==> src/hw/cdc_bridge_config.svh <==
`ifndef CDC_BRIDGE_CONFIG_SVH
`define CDC_BRIDGE_CONFIG_SVH

`default_nettype none

// ==============================
// bridge build options
// ==============================

// number of PWM channels, 8 or 4
`define CDC_PWM_CH 8

// clock cycles per half SCLK period
`define CDC_SPI_DIV 4

// first byte of every host frame
`define CDC_SYNC_BYTE 8'hA5

`default_nettype wire

`endif

==> src/hw/cdc_bridge_pkg.sv <==
`default_nettype none

package cdc_bridge_pkg;

    // host command codes, second byte of a frame
    typedef enum logic [7:0] {
        OP_SET_PWM  = 8'h01,
        OP_SPI_XFER = 8'h02,
        OP_SET_LED  = 8'h03,
        OP_GET_PWM  = 8'h04
    } opcode_e;

    // one byte with a single-cycle strobe, both directions
    typedef struct packed {
        logic [7:0] data;
        logic       valid;
    } byte_strobe_t;

    // ==============================
    // payload views
    // ==============================
    typedef struct packed {
        logic [7:0] channel;
        logic [7:0] duty;
    } pwm_view_t;

    typedef struct packed {
        logic [7:0] flags;
        logic [7:0] tx_byte;
    } spi_view_t;

    // last two frame bytes, read per opcode
    typedef union packed {
        pwm_view_t pwm;
        spi_view_t spi;
    } cmd_payload_u;

    typedef struct packed {
        logic       we;
        logic [7:0] channel;
        logic [7:0] duty;
    } pwm_wr_t;

    typedef struct packed {
        logic sclk;
        logic cs_n;
        logic mosi;
    } spi_pins_t;

endpackage

`default_nettype wire

==> src/hw/cmd_parser.sv <==
`include "cdc_bridge_config.svh"
`default_nettype none

module cmd_parser import cdc_bridge_pkg::*; (
    input  logic         clk_i,
    input  logic         rst_n_i,
    input  byte_strobe_t usb_rx_i,
    input  logic         spi_busy_i,
    input  logic         spi_done_i,
    input  logic [7:0]   spi_rx_i,
    input  logic [7:0]   duty_rd_i,
    output byte_strobe_t usb_tx_o,
    output pwm_wr_t      pwm_wr_o,
    output logic [7:0]   duty_rd_ch_o,
    output logic         spi_start_o,
    output logic [7:0]   spi_tx_o,
    output logic [3:0]   led_o
);

    // position of the next byte: 0 sync, 1 opcode, 2 payload high, 3 payload low
    logic [1:0]   pos_q;
    opcode_e      opcode_q;
    logic [7:0]   pay_hi_q;
    logic         frame_led_q;
    logic         err_q;
    logic [1:0]   led_hi_q;
    logic [7:0]   tx_data_q;
    logic         tx_valid_q;

    logic         take;
    logic         drop;
    logic         last;
    cmd_payload_u payload;
    logic         ch_ok;
    logic         wr_en;
    logic         get_en;
    logic         led_en;
    logic         start_en;
    logic         bad_cmd;
    logic         exec_ok;

    // bytes during an SPI transfer are lost
    assign take = usb_rx_i.valid && !spi_busy_i;
    assign drop = usb_rx_i.valid && spi_busy_i;
    assign last = take && (pos_q == 2'd3);

    // low payload byte is used straight off the bus
    assign payload = cmd_payload_u'({pay_hi_q, usb_rx_i.data});
    assign ch_ok   = payload.pwm.channel < 8'(`CDC_PWM_CH);

    // ==============================
    // opcode decode on the 4th byte
    // ==============================
    always_comb begin
        wr_en    = 1'b0;
        get_en   = 1'b0;
        led_en   = 1'b0;
        start_en = 1'b0;
        bad_cmd  = 1'b0;
        if (last) begin
            case (opcode_q)
                OP_SET_PWM: begin
                    wr_en   = ch_ok;
                    bad_cmd = !ch_ok;
                end
                OP_GET_PWM: begin
                    get_en  = ch_ok;
                    bad_cmd = !ch_ok;
                end
                OP_SET_LED:  led_en   = 1'b1;
                OP_SPI_XFER: start_en = 1'b1;
                default:     bad_cmd  = 1'b1;
            endcase
        end
    end

    assign exec_ok = last && !bad_cmd;

    // frame assembly, resync on anything but SYNC
    always_ff @(posedge clk_i) begin
        if (!rst_n_i) begin
            pos_q <= 2'd0;
        end else if (drop) begin
            pos_q <= 2'd0;
        end else if (take) begin
            case (pos_q)
                2'd0:    pos_q <= (usb_rx_i.data == `CDC_SYNC_BYTE) ? 2'd1 : 2'd0;
                2'd1:    pos_q <= 2'd2;
                2'd2:    pos_q <= 2'd3;
                default: pos_q <= 2'd0;
            endcase
        end
    end

    always_ff @(posedge clk_i) begin
        if (take && pos_q == 2'd1) begin
            opcode_q <= opcode_e'(usb_rx_i.data);
        end
        if (take && pos_q == 2'd2) begin
            pay_hi_q <= usb_rx_i.data;
        end
    end

    // LED and sticky error state
    always_ff @(posedge clk_i) begin
        if (!rst_n_i) begin
            frame_led_q <= 1'b0;
            err_q       <= 1'b0;
            led_hi_q    <= 2'b00;
        end else begin
            if (exec_ok) begin
                frame_led_q <= ~frame_led_q;
            end
            if (bad_cmd || drop) begin
                err_q <= 1'b1;
            end
            if (led_en) begin
                led_hi_q <= payload.pwm.duty[1:0];
            end
        end
    end

    // ==============================
    // upload byte
    // ==============================
    always_ff @(posedge clk_i) begin
        if (!rst_n_i) begin
            tx_valid_q <= 1'b0;
        end else begin
            tx_valid_q <= get_en || spi_done_i;
        end
    end

    always_ff @(posedge clk_i) begin
        if (get_en) begin
            tx_data_q <= duty_rd_i;
        end else if (spi_done_i) begin
            tx_data_q <= spi_rx_i;
        end
    end

    assign usb_tx_o     = '{data: tx_data_q, valid: tx_valid_q};
    assign pwm_wr_o     = '{we: wr_en, channel: payload.pwm.channel, duty: payload.pwm.duty};
    assign duty_rd_ch_o = payload.pwm.channel;
    assign spi_start_o  = start_en;
    assign spi_tx_o     = payload.spi.tx_byte;
    assign led_o        = {led_hi_q, err_q, frame_led_q};

endmodule

`default_nettype wire

==> src/hw/pwm_bank.sv <==
`include "cdc_bridge_config.svh"
`default_nettype none

module pwm_bank import cdc_bridge_pkg::*; (
    input  logic                   clk_i,
    input  logic                   rst_n_i,
    input  pwm_wr_t                pwm_wr_i,
    input  logic [7:0]             rd_ch_i,
    output logic [7:0]             rd_duty_o,
    output logic [`CDC_PWM_CH-1:0] pwm_o
);

    logic [7:0]             duty_q [`CDC_PWM_CH];
    logic [7:0]             cnt_q;
    logic [`CDC_PWM_CH-1:0] pwm_q;

    // ==============================
    // duty registers
    // ==============================
    always_ff @(posedge clk_i) begin
        if (!rst_n_i) begin
            for (int i = 0; i < `CDC_PWM_CH; i++) begin
                duty_q[i] <= 8'h00;
            end
        end else if (pwm_wr_i.we) begin
            for (int i = 0; i < `CDC_PWM_CH; i++) begin
                if (pwm_wr_i.channel == 8'(i)) begin
                    duty_q[i] <= pwm_wr_i.duty;
                end
            end
        end
    end

    // read-back, unknown channels read as zero
    always_comb begin
        rd_duty_o = 8'h00;
        for (int i = 0; i < `CDC_PWM_CH; i++) begin
            if (rd_ch_i == 8'(i)) begin
                rd_duty_o = duty_q[i];
            end
        end
    end

    // shared counter, 255 cycle period so 255 means always on
    always_ff @(posedge clk_i) begin
        if (!rst_n_i) begin
            cnt_q <= 8'h00;
        end else begin
            cnt_q <= (cnt_q == 8'd254) ? 8'h00 : cnt_q + 8'd1;
        end
    end

    always_ff @(posedge clk_i) begin
        if (!rst_n_i) begin
            pwm_q <= '0;
        end else begin
            for (int i = 0; i < `CDC_PWM_CH; i++) begin
                pwm_q[i] <= cnt_q < duty_q[i];
            end
        end
    end

    assign pwm_o = pwm_q;

endmodule

`default_nettype wire

==> src/hw/spi_master.sv <==
`include "cdc_bridge_config.svh"
`default_nettype none

module spi_master import cdc_bridge_pkg::*; (
    input  logic       clk_i,
    input  logic       rst_n_i,
    input  logic       start_i,
    input  logic [7:0] tx_i,
    input  logic       miso_i,
    output spi_pins_t  spi_o,
    output logic       busy_o,
    output logic       done_o,
    output logic [7:0] rx_o
);

    localparam int unsigned DIV_W = (`CDC_SPI_DIV > 1) ? $clog2(`CDC_SPI_DIV) : 1;
    localparam logic [DIV_W-1:0] DIV_LAST = DIV_W'(`CDC_SPI_DIV - 1);

    typedef enum logic [1:0] {
        S_IDLE,
        S_SHIFT,
        S_TRAIL
    } state_e;

    state_e           state_q;
    logic [DIV_W-1:0] div_q;
    logic [2:0]       bit_q;
    logic [7:0]       tx_sr_q;
    logic [7:0]       rx_sr_q;
    logic             sclk_q;
    logic             cs_n_q;
    logic             mosi_q;
    logic             done_q;
    logic             half_tick;

    assign half_tick = (div_q == DIV_LAST);

    // ==============================
    // transfer FSM
    // ==============================
    always_ff @(posedge clk_i) begin
        if (!rst_n_i) begin
            state_q <= S_IDLE;
            div_q   <= '0;
            bit_q   <= 3'd0;
            sclk_q  <= 1'b0;
            cs_n_q  <= 1'b1;
            mosi_q  <= 1'b0;
            done_q  <= 1'b0;
        end else begin
            done_q <= 1'b0;
            case (state_q)
                S_IDLE: begin
                    if (start_i) begin
                        state_q <= S_SHIFT;
                        cs_n_q  <= 1'b0;
                        mosi_q  <= tx_i[7];
                        div_q   <= '0;
                        bit_q   <= 3'd0;
                    end
                end
                S_SHIFT: begin
                    if (half_tick) begin
                        div_q  <= '0;
                        sclk_q <= ~sclk_q;
                        // falling edge: next bit out, or stop after bit 7
                        if (sclk_q) begin
                            if (bit_q == 3'd7) begin
                                state_q <= S_TRAIL;
                            end else begin
                                bit_q  <= bit_q + 3'd1;
                                mosi_q <= tx_sr_q[7];
                            end
                        end
                    end else begin
                        div_q <= div_q + 1'b1;
                    end
                end
                S_TRAIL: begin
                    if (half_tick) begin
                        state_q <= S_IDLE;
                        cs_n_q  <= 1'b1;
                        mosi_q  <= 1'b0;
                        done_q  <= 1'b1;
                    end else begin
                        div_q <= div_q + 1'b1;
                    end
                end
                default: state_q <= S_IDLE;
            endcase
        end
    end

    // shift registers, rx is held after done
    always_ff @(posedge clk_i) begin
        if (state_q == S_IDLE && start_i) begin
            tx_sr_q <= {tx_i[6:0], 1'b0};
        end else if (state_q == S_SHIFT && half_tick && sclk_q) begin
            tx_sr_q <= {tx_sr_q[6:0], 1'b0};
        end
        if (state_q == S_SHIFT && half_tick && !sclk_q) begin
            rx_sr_q <= {rx_sr_q[6:0], miso_i};
        end
    end

    assign spi_o  = '{sclk: sclk_q, cs_n: cs_n_q, mosi: mosi_q};
    assign busy_o = (state_q != S_IDLE);
    assign done_o = done_q;
    assign rx_o   = rx_sr_q;

endmodule

`default_nettype wire

==> src/hw/cdc_bridge_top.sv <==
`include "cdc_bridge_config.svh"
`default_nettype none

module cdc_bridge_top import cdc_bridge_pkg::*; (
    input  logic                   clk_i,
    input  logic                   rst_n_i,
    input  byte_strobe_t           usb_rx_i,
    input  logic                   spi_miso_i,
    output byte_strobe_t           usb_tx_o,
    output logic [`CDC_PWM_CH-1:0] pwm_o,
    output spi_pins_t              spi_o,
    output logic [3:0]             led_o
);

    // parser to PWM bank
    pwm_wr_t    pwm_wr;
    logic [7:0] duty_rd_ch;
    logic [7:0] duty_rd;

    // parser to SPI master
    logic       spi_start;
    logic [7:0] spi_tx;
    logic       spi_busy;
    logic       spi_done;
    logic [7:0] spi_rx;

    // ==============================
    // command path
    // ==============================
    cmd_parser cmd_parser_i (
        .clk_i        (clk_i),
        .rst_n_i      (rst_n_i),
        .usb_rx_i     (usb_rx_i),
        .spi_busy_i   (spi_busy),
        .spi_done_i   (spi_done),
        .spi_rx_i     (spi_rx),
        .duty_rd_i    (duty_rd),
        .usb_tx_o     (usb_tx_o),
        .pwm_wr_o     (pwm_wr),
        .duty_rd_ch_o (duty_rd_ch),
        .spi_start_o  (spi_start),
        .spi_tx_o     (spi_tx),
        .led_o        (led_o)
    );

    pwm_bank pwm_bank_i (
        .clk_i     (clk_i),
        .rst_n_i   (rst_n_i),
        .pwm_wr_i  (pwm_wr),
        .rd_ch_i   (duty_rd_ch),
        .rd_duty_o (duty_rd),
        .pwm_o     (pwm_o)
    );

    spi_master spi_master_i (
        .clk_i   (clk_i),
        .rst_n_i (rst_n_i),
        .start_i (spi_start),
        .tx_i    (spi_tx),
        .miso_i  (spi_miso_i),
        .spi_o   (spi_o),
        .busy_o  (spi_busy),
        .done_o  (spi_done),
        .rx_o    (spi_rx)
    );

endmodule

`default_nettype wire

==> config.mk <==
export PLATFORM = sky130hd
export DESIGN_NAME = cdc_bridge_top
export DESIGN_NICKNAME = d
export VERILOG_FILES = /design/src/hw/cdc_bridge_pkg.sv /design/src/hw/cmd_parser.sv /design/src/hw/pwm_bank.sv /design/src/hw/spi_master.sv /design/src/hw/cdc_bridge_top.sv
export VERILOG_INCLUDE_DIRS = /design/src /design/src/hw
export SDC_FILE = /design/constraint.sdc
export NUM_CORES = 1
export LEC_CHECK = 0
export ABC_AREA = 1
export BUFFER_PORTS_ARGS = -buffer_cell sky130_fd_sc_hd__buf_2
export CAP_MARGIN = 20
export CORE_ASPECT_RATIO = 1.2
export CORE_MARGIN = 2
export CORE_UTILIZATION = 50
export CTS_CLUSTER_DIAMETER = 60
export CTS_CLUSTER_SIZE = 25
export DETAILED_ROUTE_END_ITERATION = 12
export PLACE_DENSITY = 0.78
export SLEW_MARGIN = 10
export SYNTH_ARGS = -nofsm -noshare
export SYNTH_HDL_FRONTEND = slang
export SYNTH_SLANG_ARGS = --single-unit
==> constraint.sdc <==
create_clock -name clk_i -period 3.7 [get_ports clk_i]
set_input_delay 0 -clock clk_i [delete_from_list [all_inputs] [get_ports clk_i]]
set_output_delay 0 -clock clk_i [all_outputs]
set_load 0.1 [all_outputs]
==> flow_summary.ini <==
[outcome]
status = finished clean

[power_and_ir_drop]
p_sw_mw = 1.13
combPwrFrac_pct = 13.0
vdd_drop_max_uv = 348
power_density_nw_per_um2 = 506
intPower_mw = 3.10
pwr-share-clk_pct = 44.4
leakage_nw = 3.66
power_frac_seq_pct = 42.6
swShare_pct = 26.8

[drt]
post_drt_wl_per_cell_um = 16.2
vias = 5482
drt_iter0_drc = 480
drc = 0
drtAntennaViolNets = 0
firstDrtPassIters = 5
viasPerCell = 5.43
wl_um = 16300

[critical_path]
critical_path_class = reg -> reg
r2r_start = spi_master_i.state_q[0]$_SDFFE_PN0P_
critPathLaunchType = flop
crit_path_max_incr_delay_ns = 0.78
crit_path_max_fanout = 8
worstSetupEndpointType = flop
cp-startpoint = spi_master_i.state_q[0]$_SDFFE_PN0P_
crit_required_ns = 3.75
r2r_slack_ns = 1.29
worstPathCellList = inv_1, ha_1, nand2_2, nor2_4, inv_2, nor2_4, nand2_2, o21ai_0
slowest_stage = o21ai_0
crit_arrival_ns = 2.46

[placement]
placed_cell_area_um2 = 7610
dp_hpwl_um = 11600
portBuffers = 35
place_inst = 967
dpl_worst_slack_ns = 1.27
place.gp.congestion = 0.834

[timing]
slew_viol_final = 0
fmax_mhz = 415
rsz0062_at_grt = no
finalWorstPathRequiredPeriod_ns = 2.41
fin_setup_tns_ns = 0
setup_violations = 0
finalCritPeriodShare_pct = 65.1
maxSlewHeadroom_pct = 30.0
hold_viol = 0
worst_clock_skew_ns = 0.00765
tightest_slew_ns = 1.04
fin_hold_ws_ns = 0.0802
final.setup.worst_slack_ns = 1.29

[global_routing]
grt_pass1_vias = 5262
grt_use_met2_pct = 38.8
met1_usage_pct = 25.9
gr-usage-all-layers_pct = 22.2
grt-ovfl-total = 0
grt_max_degree = 29
top_usage_layer = met2
grt_first_pass_wirelength_um = 26200
met3_usage_pct = 4.87
antenna_found_initial = 0

[worst_hold_path]
hp-class = in -> reg
hold_start = rst_n_i

[finish]
stdcell_count = 1009
area_delta_synth_final_pct = 14.0
fill_cells = 1161
diodes = 0
multi_input_area_um2 = 3020
drive_gt1_share_pct = 12.7
final-seq-area_um2 = 3770
nets = 902
fin_area_um2 = 8370

[logic_synthesis]
synth-seq-area-share_pct = 51.4
synth_top_cell_area_share_pct = 42.2
synthTopCellsByCount = 133 x nand2_1, 106 x nor2_1, 105 x inv_1
synth_edf_count = 103
async_flop_share_pct = 0
synth_most_common_cell = nand2_1
yosysWarnings = 0
syn-cell-area_um2 = 7340
synth_seq_cells = 137
synth_cell_types = 38
syn_nets = 856
syn_inst = 775
yosys-top-cells-area = edfxtp_1 42%, ha_1 12%, dfxtp_1 9.3%
synthFlopType = edfxtp_1
synth_area_leader_cell = edfxtp_1
avgSynthCellArea_um2 = 9.47

[clock_tree]
worstSkewPairLatency_ns = 0.43
cts_buffer_depth = 2
htree_num_levels = 4
cts_setup_buffers = 0
cts_made_buffers = 17
cts_tree = done
clock_sinks = 137
clockRootBuffer = clkbuf_16
cts_resized = 0
ctsHoldBuffers = 10
clkTransAtPathRegs_ns = 0.06

[floorplan]
num_rows = 48
start_util_pct = 51.1
die_area_um2 = 15700
die_y_um = 137
core_um2 = 14400
die_w_um = 115
pin_count = 36

[run]
cap_viol_max_count = 0
worst max-delay path: cells and delay by family, from the launching register on:
family / cells / cell delay (ns)
adders and majority gates: 1 / 0.24
buffers and inverters: 2 / 0.15
DFF: 1 / 0.33
and+or+nand+nor: 4 / 0.54
AOI/OAI and AO/OA: 1 / 0.78
routing by layer:
layer / share of wire, % / routed length (um)
met4: 3.1 / 506
met5: 0 / 0
met2: 51 / 8300
met1: 40 / 6530
met3: 6.0 / 986
worst paths after layout:
check | endpoint | cells past startpoint
worst min-delay path | spi_master_i.cs_n_q$_SDFFE_PN1P_ | 2
worst max-delay path | pwm_bank_i.duty_q[1][28]$_DFFE_PP_ | 8
worst max register to register | pwm_bank_i.duty_q[1][28]$_DFFE_PP_ | 8
worst min register to register | spi_master_i.rx_o[4]$_DFFE_PP_ | 0
cells in the final DEF (no fill, tap or decap), types with 3 or more instances in the layout:
cell type      count
nand2_1          133
nor2_1           106
inv_1            105
edfxtp_1         103
ha_1              69
a21oi_1           66
nand3_1           39
buf_2             35
dfxtp_1           34
o21ai_0           24
clkbuf_16         17
nand4_1           10
a211oi_1          10
dlygate4sd3_1     10
inv_2              6
nand2_2            5
nor2_4             5
nor2_2             5
nor3_1             5
bufinv_16          5
mux2_2             4
inv_6              4
nor3_2             3
or2_2              3
nand3_4            3
cells by family after synthesis:
group                    synth area share [%]
buffers and inverters                    7.38
AND/OR/NAND/NOR                          20.6
AO/OA/AOI/OAI                            7.73
flip-flops                               51.4
multiplexers                            0.614
adder cells (fa/ha/maj)                  11.8
XOR/XNOR                                0.478
flip-flops by register name, indices dropped and copies added (netlist names), 2 cells and up:
| register | flops |
|---|---|
| pwm_bank_i.duty_q | 64 |
| cmd_parser_i.duty_rd_ch_o | 8 |
| cmd_parser_i.opcode_q | 8 |
| cmd_parser_i.tx_data_q | 8 |
| pwm_bank_i.cnt_q | 8 |
| pwm_bank_i.pwm_o | 8 |
| spi_master_i.rx_o | 8 |
| spi_master_i.tx_sr_q | 7 |
| spi_master_i.bit_q | 3 |
| cmd_parser_i.led_hi_q | 2 |
| cmd_parser_i.pos_q | 2 |
| spi_master_i.div_q | 2 |
| spi_master_i.state_q | 2 |
per-stage QoR:
step	total power, mW	util (%)
detailed placement	2.37	53.1
floorplan	2.25	-
CTS	4.25	58.3
global placement	2.35	53.1
finish	4.23	58.3
global route	4.40	58.3
layout make-up:
class / count / share of cell area, %
Sequential cell: 137 / 45.1
Timing Repair Buffer: 45 / 3.29
Tap cell: 175 / 2.62
Clock inverter: 13 / 2.60
Multi-Input combinational cell: 508 / 36.1
Clock buffer: 19 / 5.17
Inverter: 112 / 5.09
power by group through the flow:
stage,Sequential [mW],Combinational (mW),Clock [mW]
CTS,1.80,0.549,1.90
global route,1.81,0.615,1.97
finish,1.80,0.552,1.88
global placement,1.83,0.518,0
floorplan,1.85,0.399,0
detailed placement,1.83,0.533,0
(Power assumes the default switching activity.)
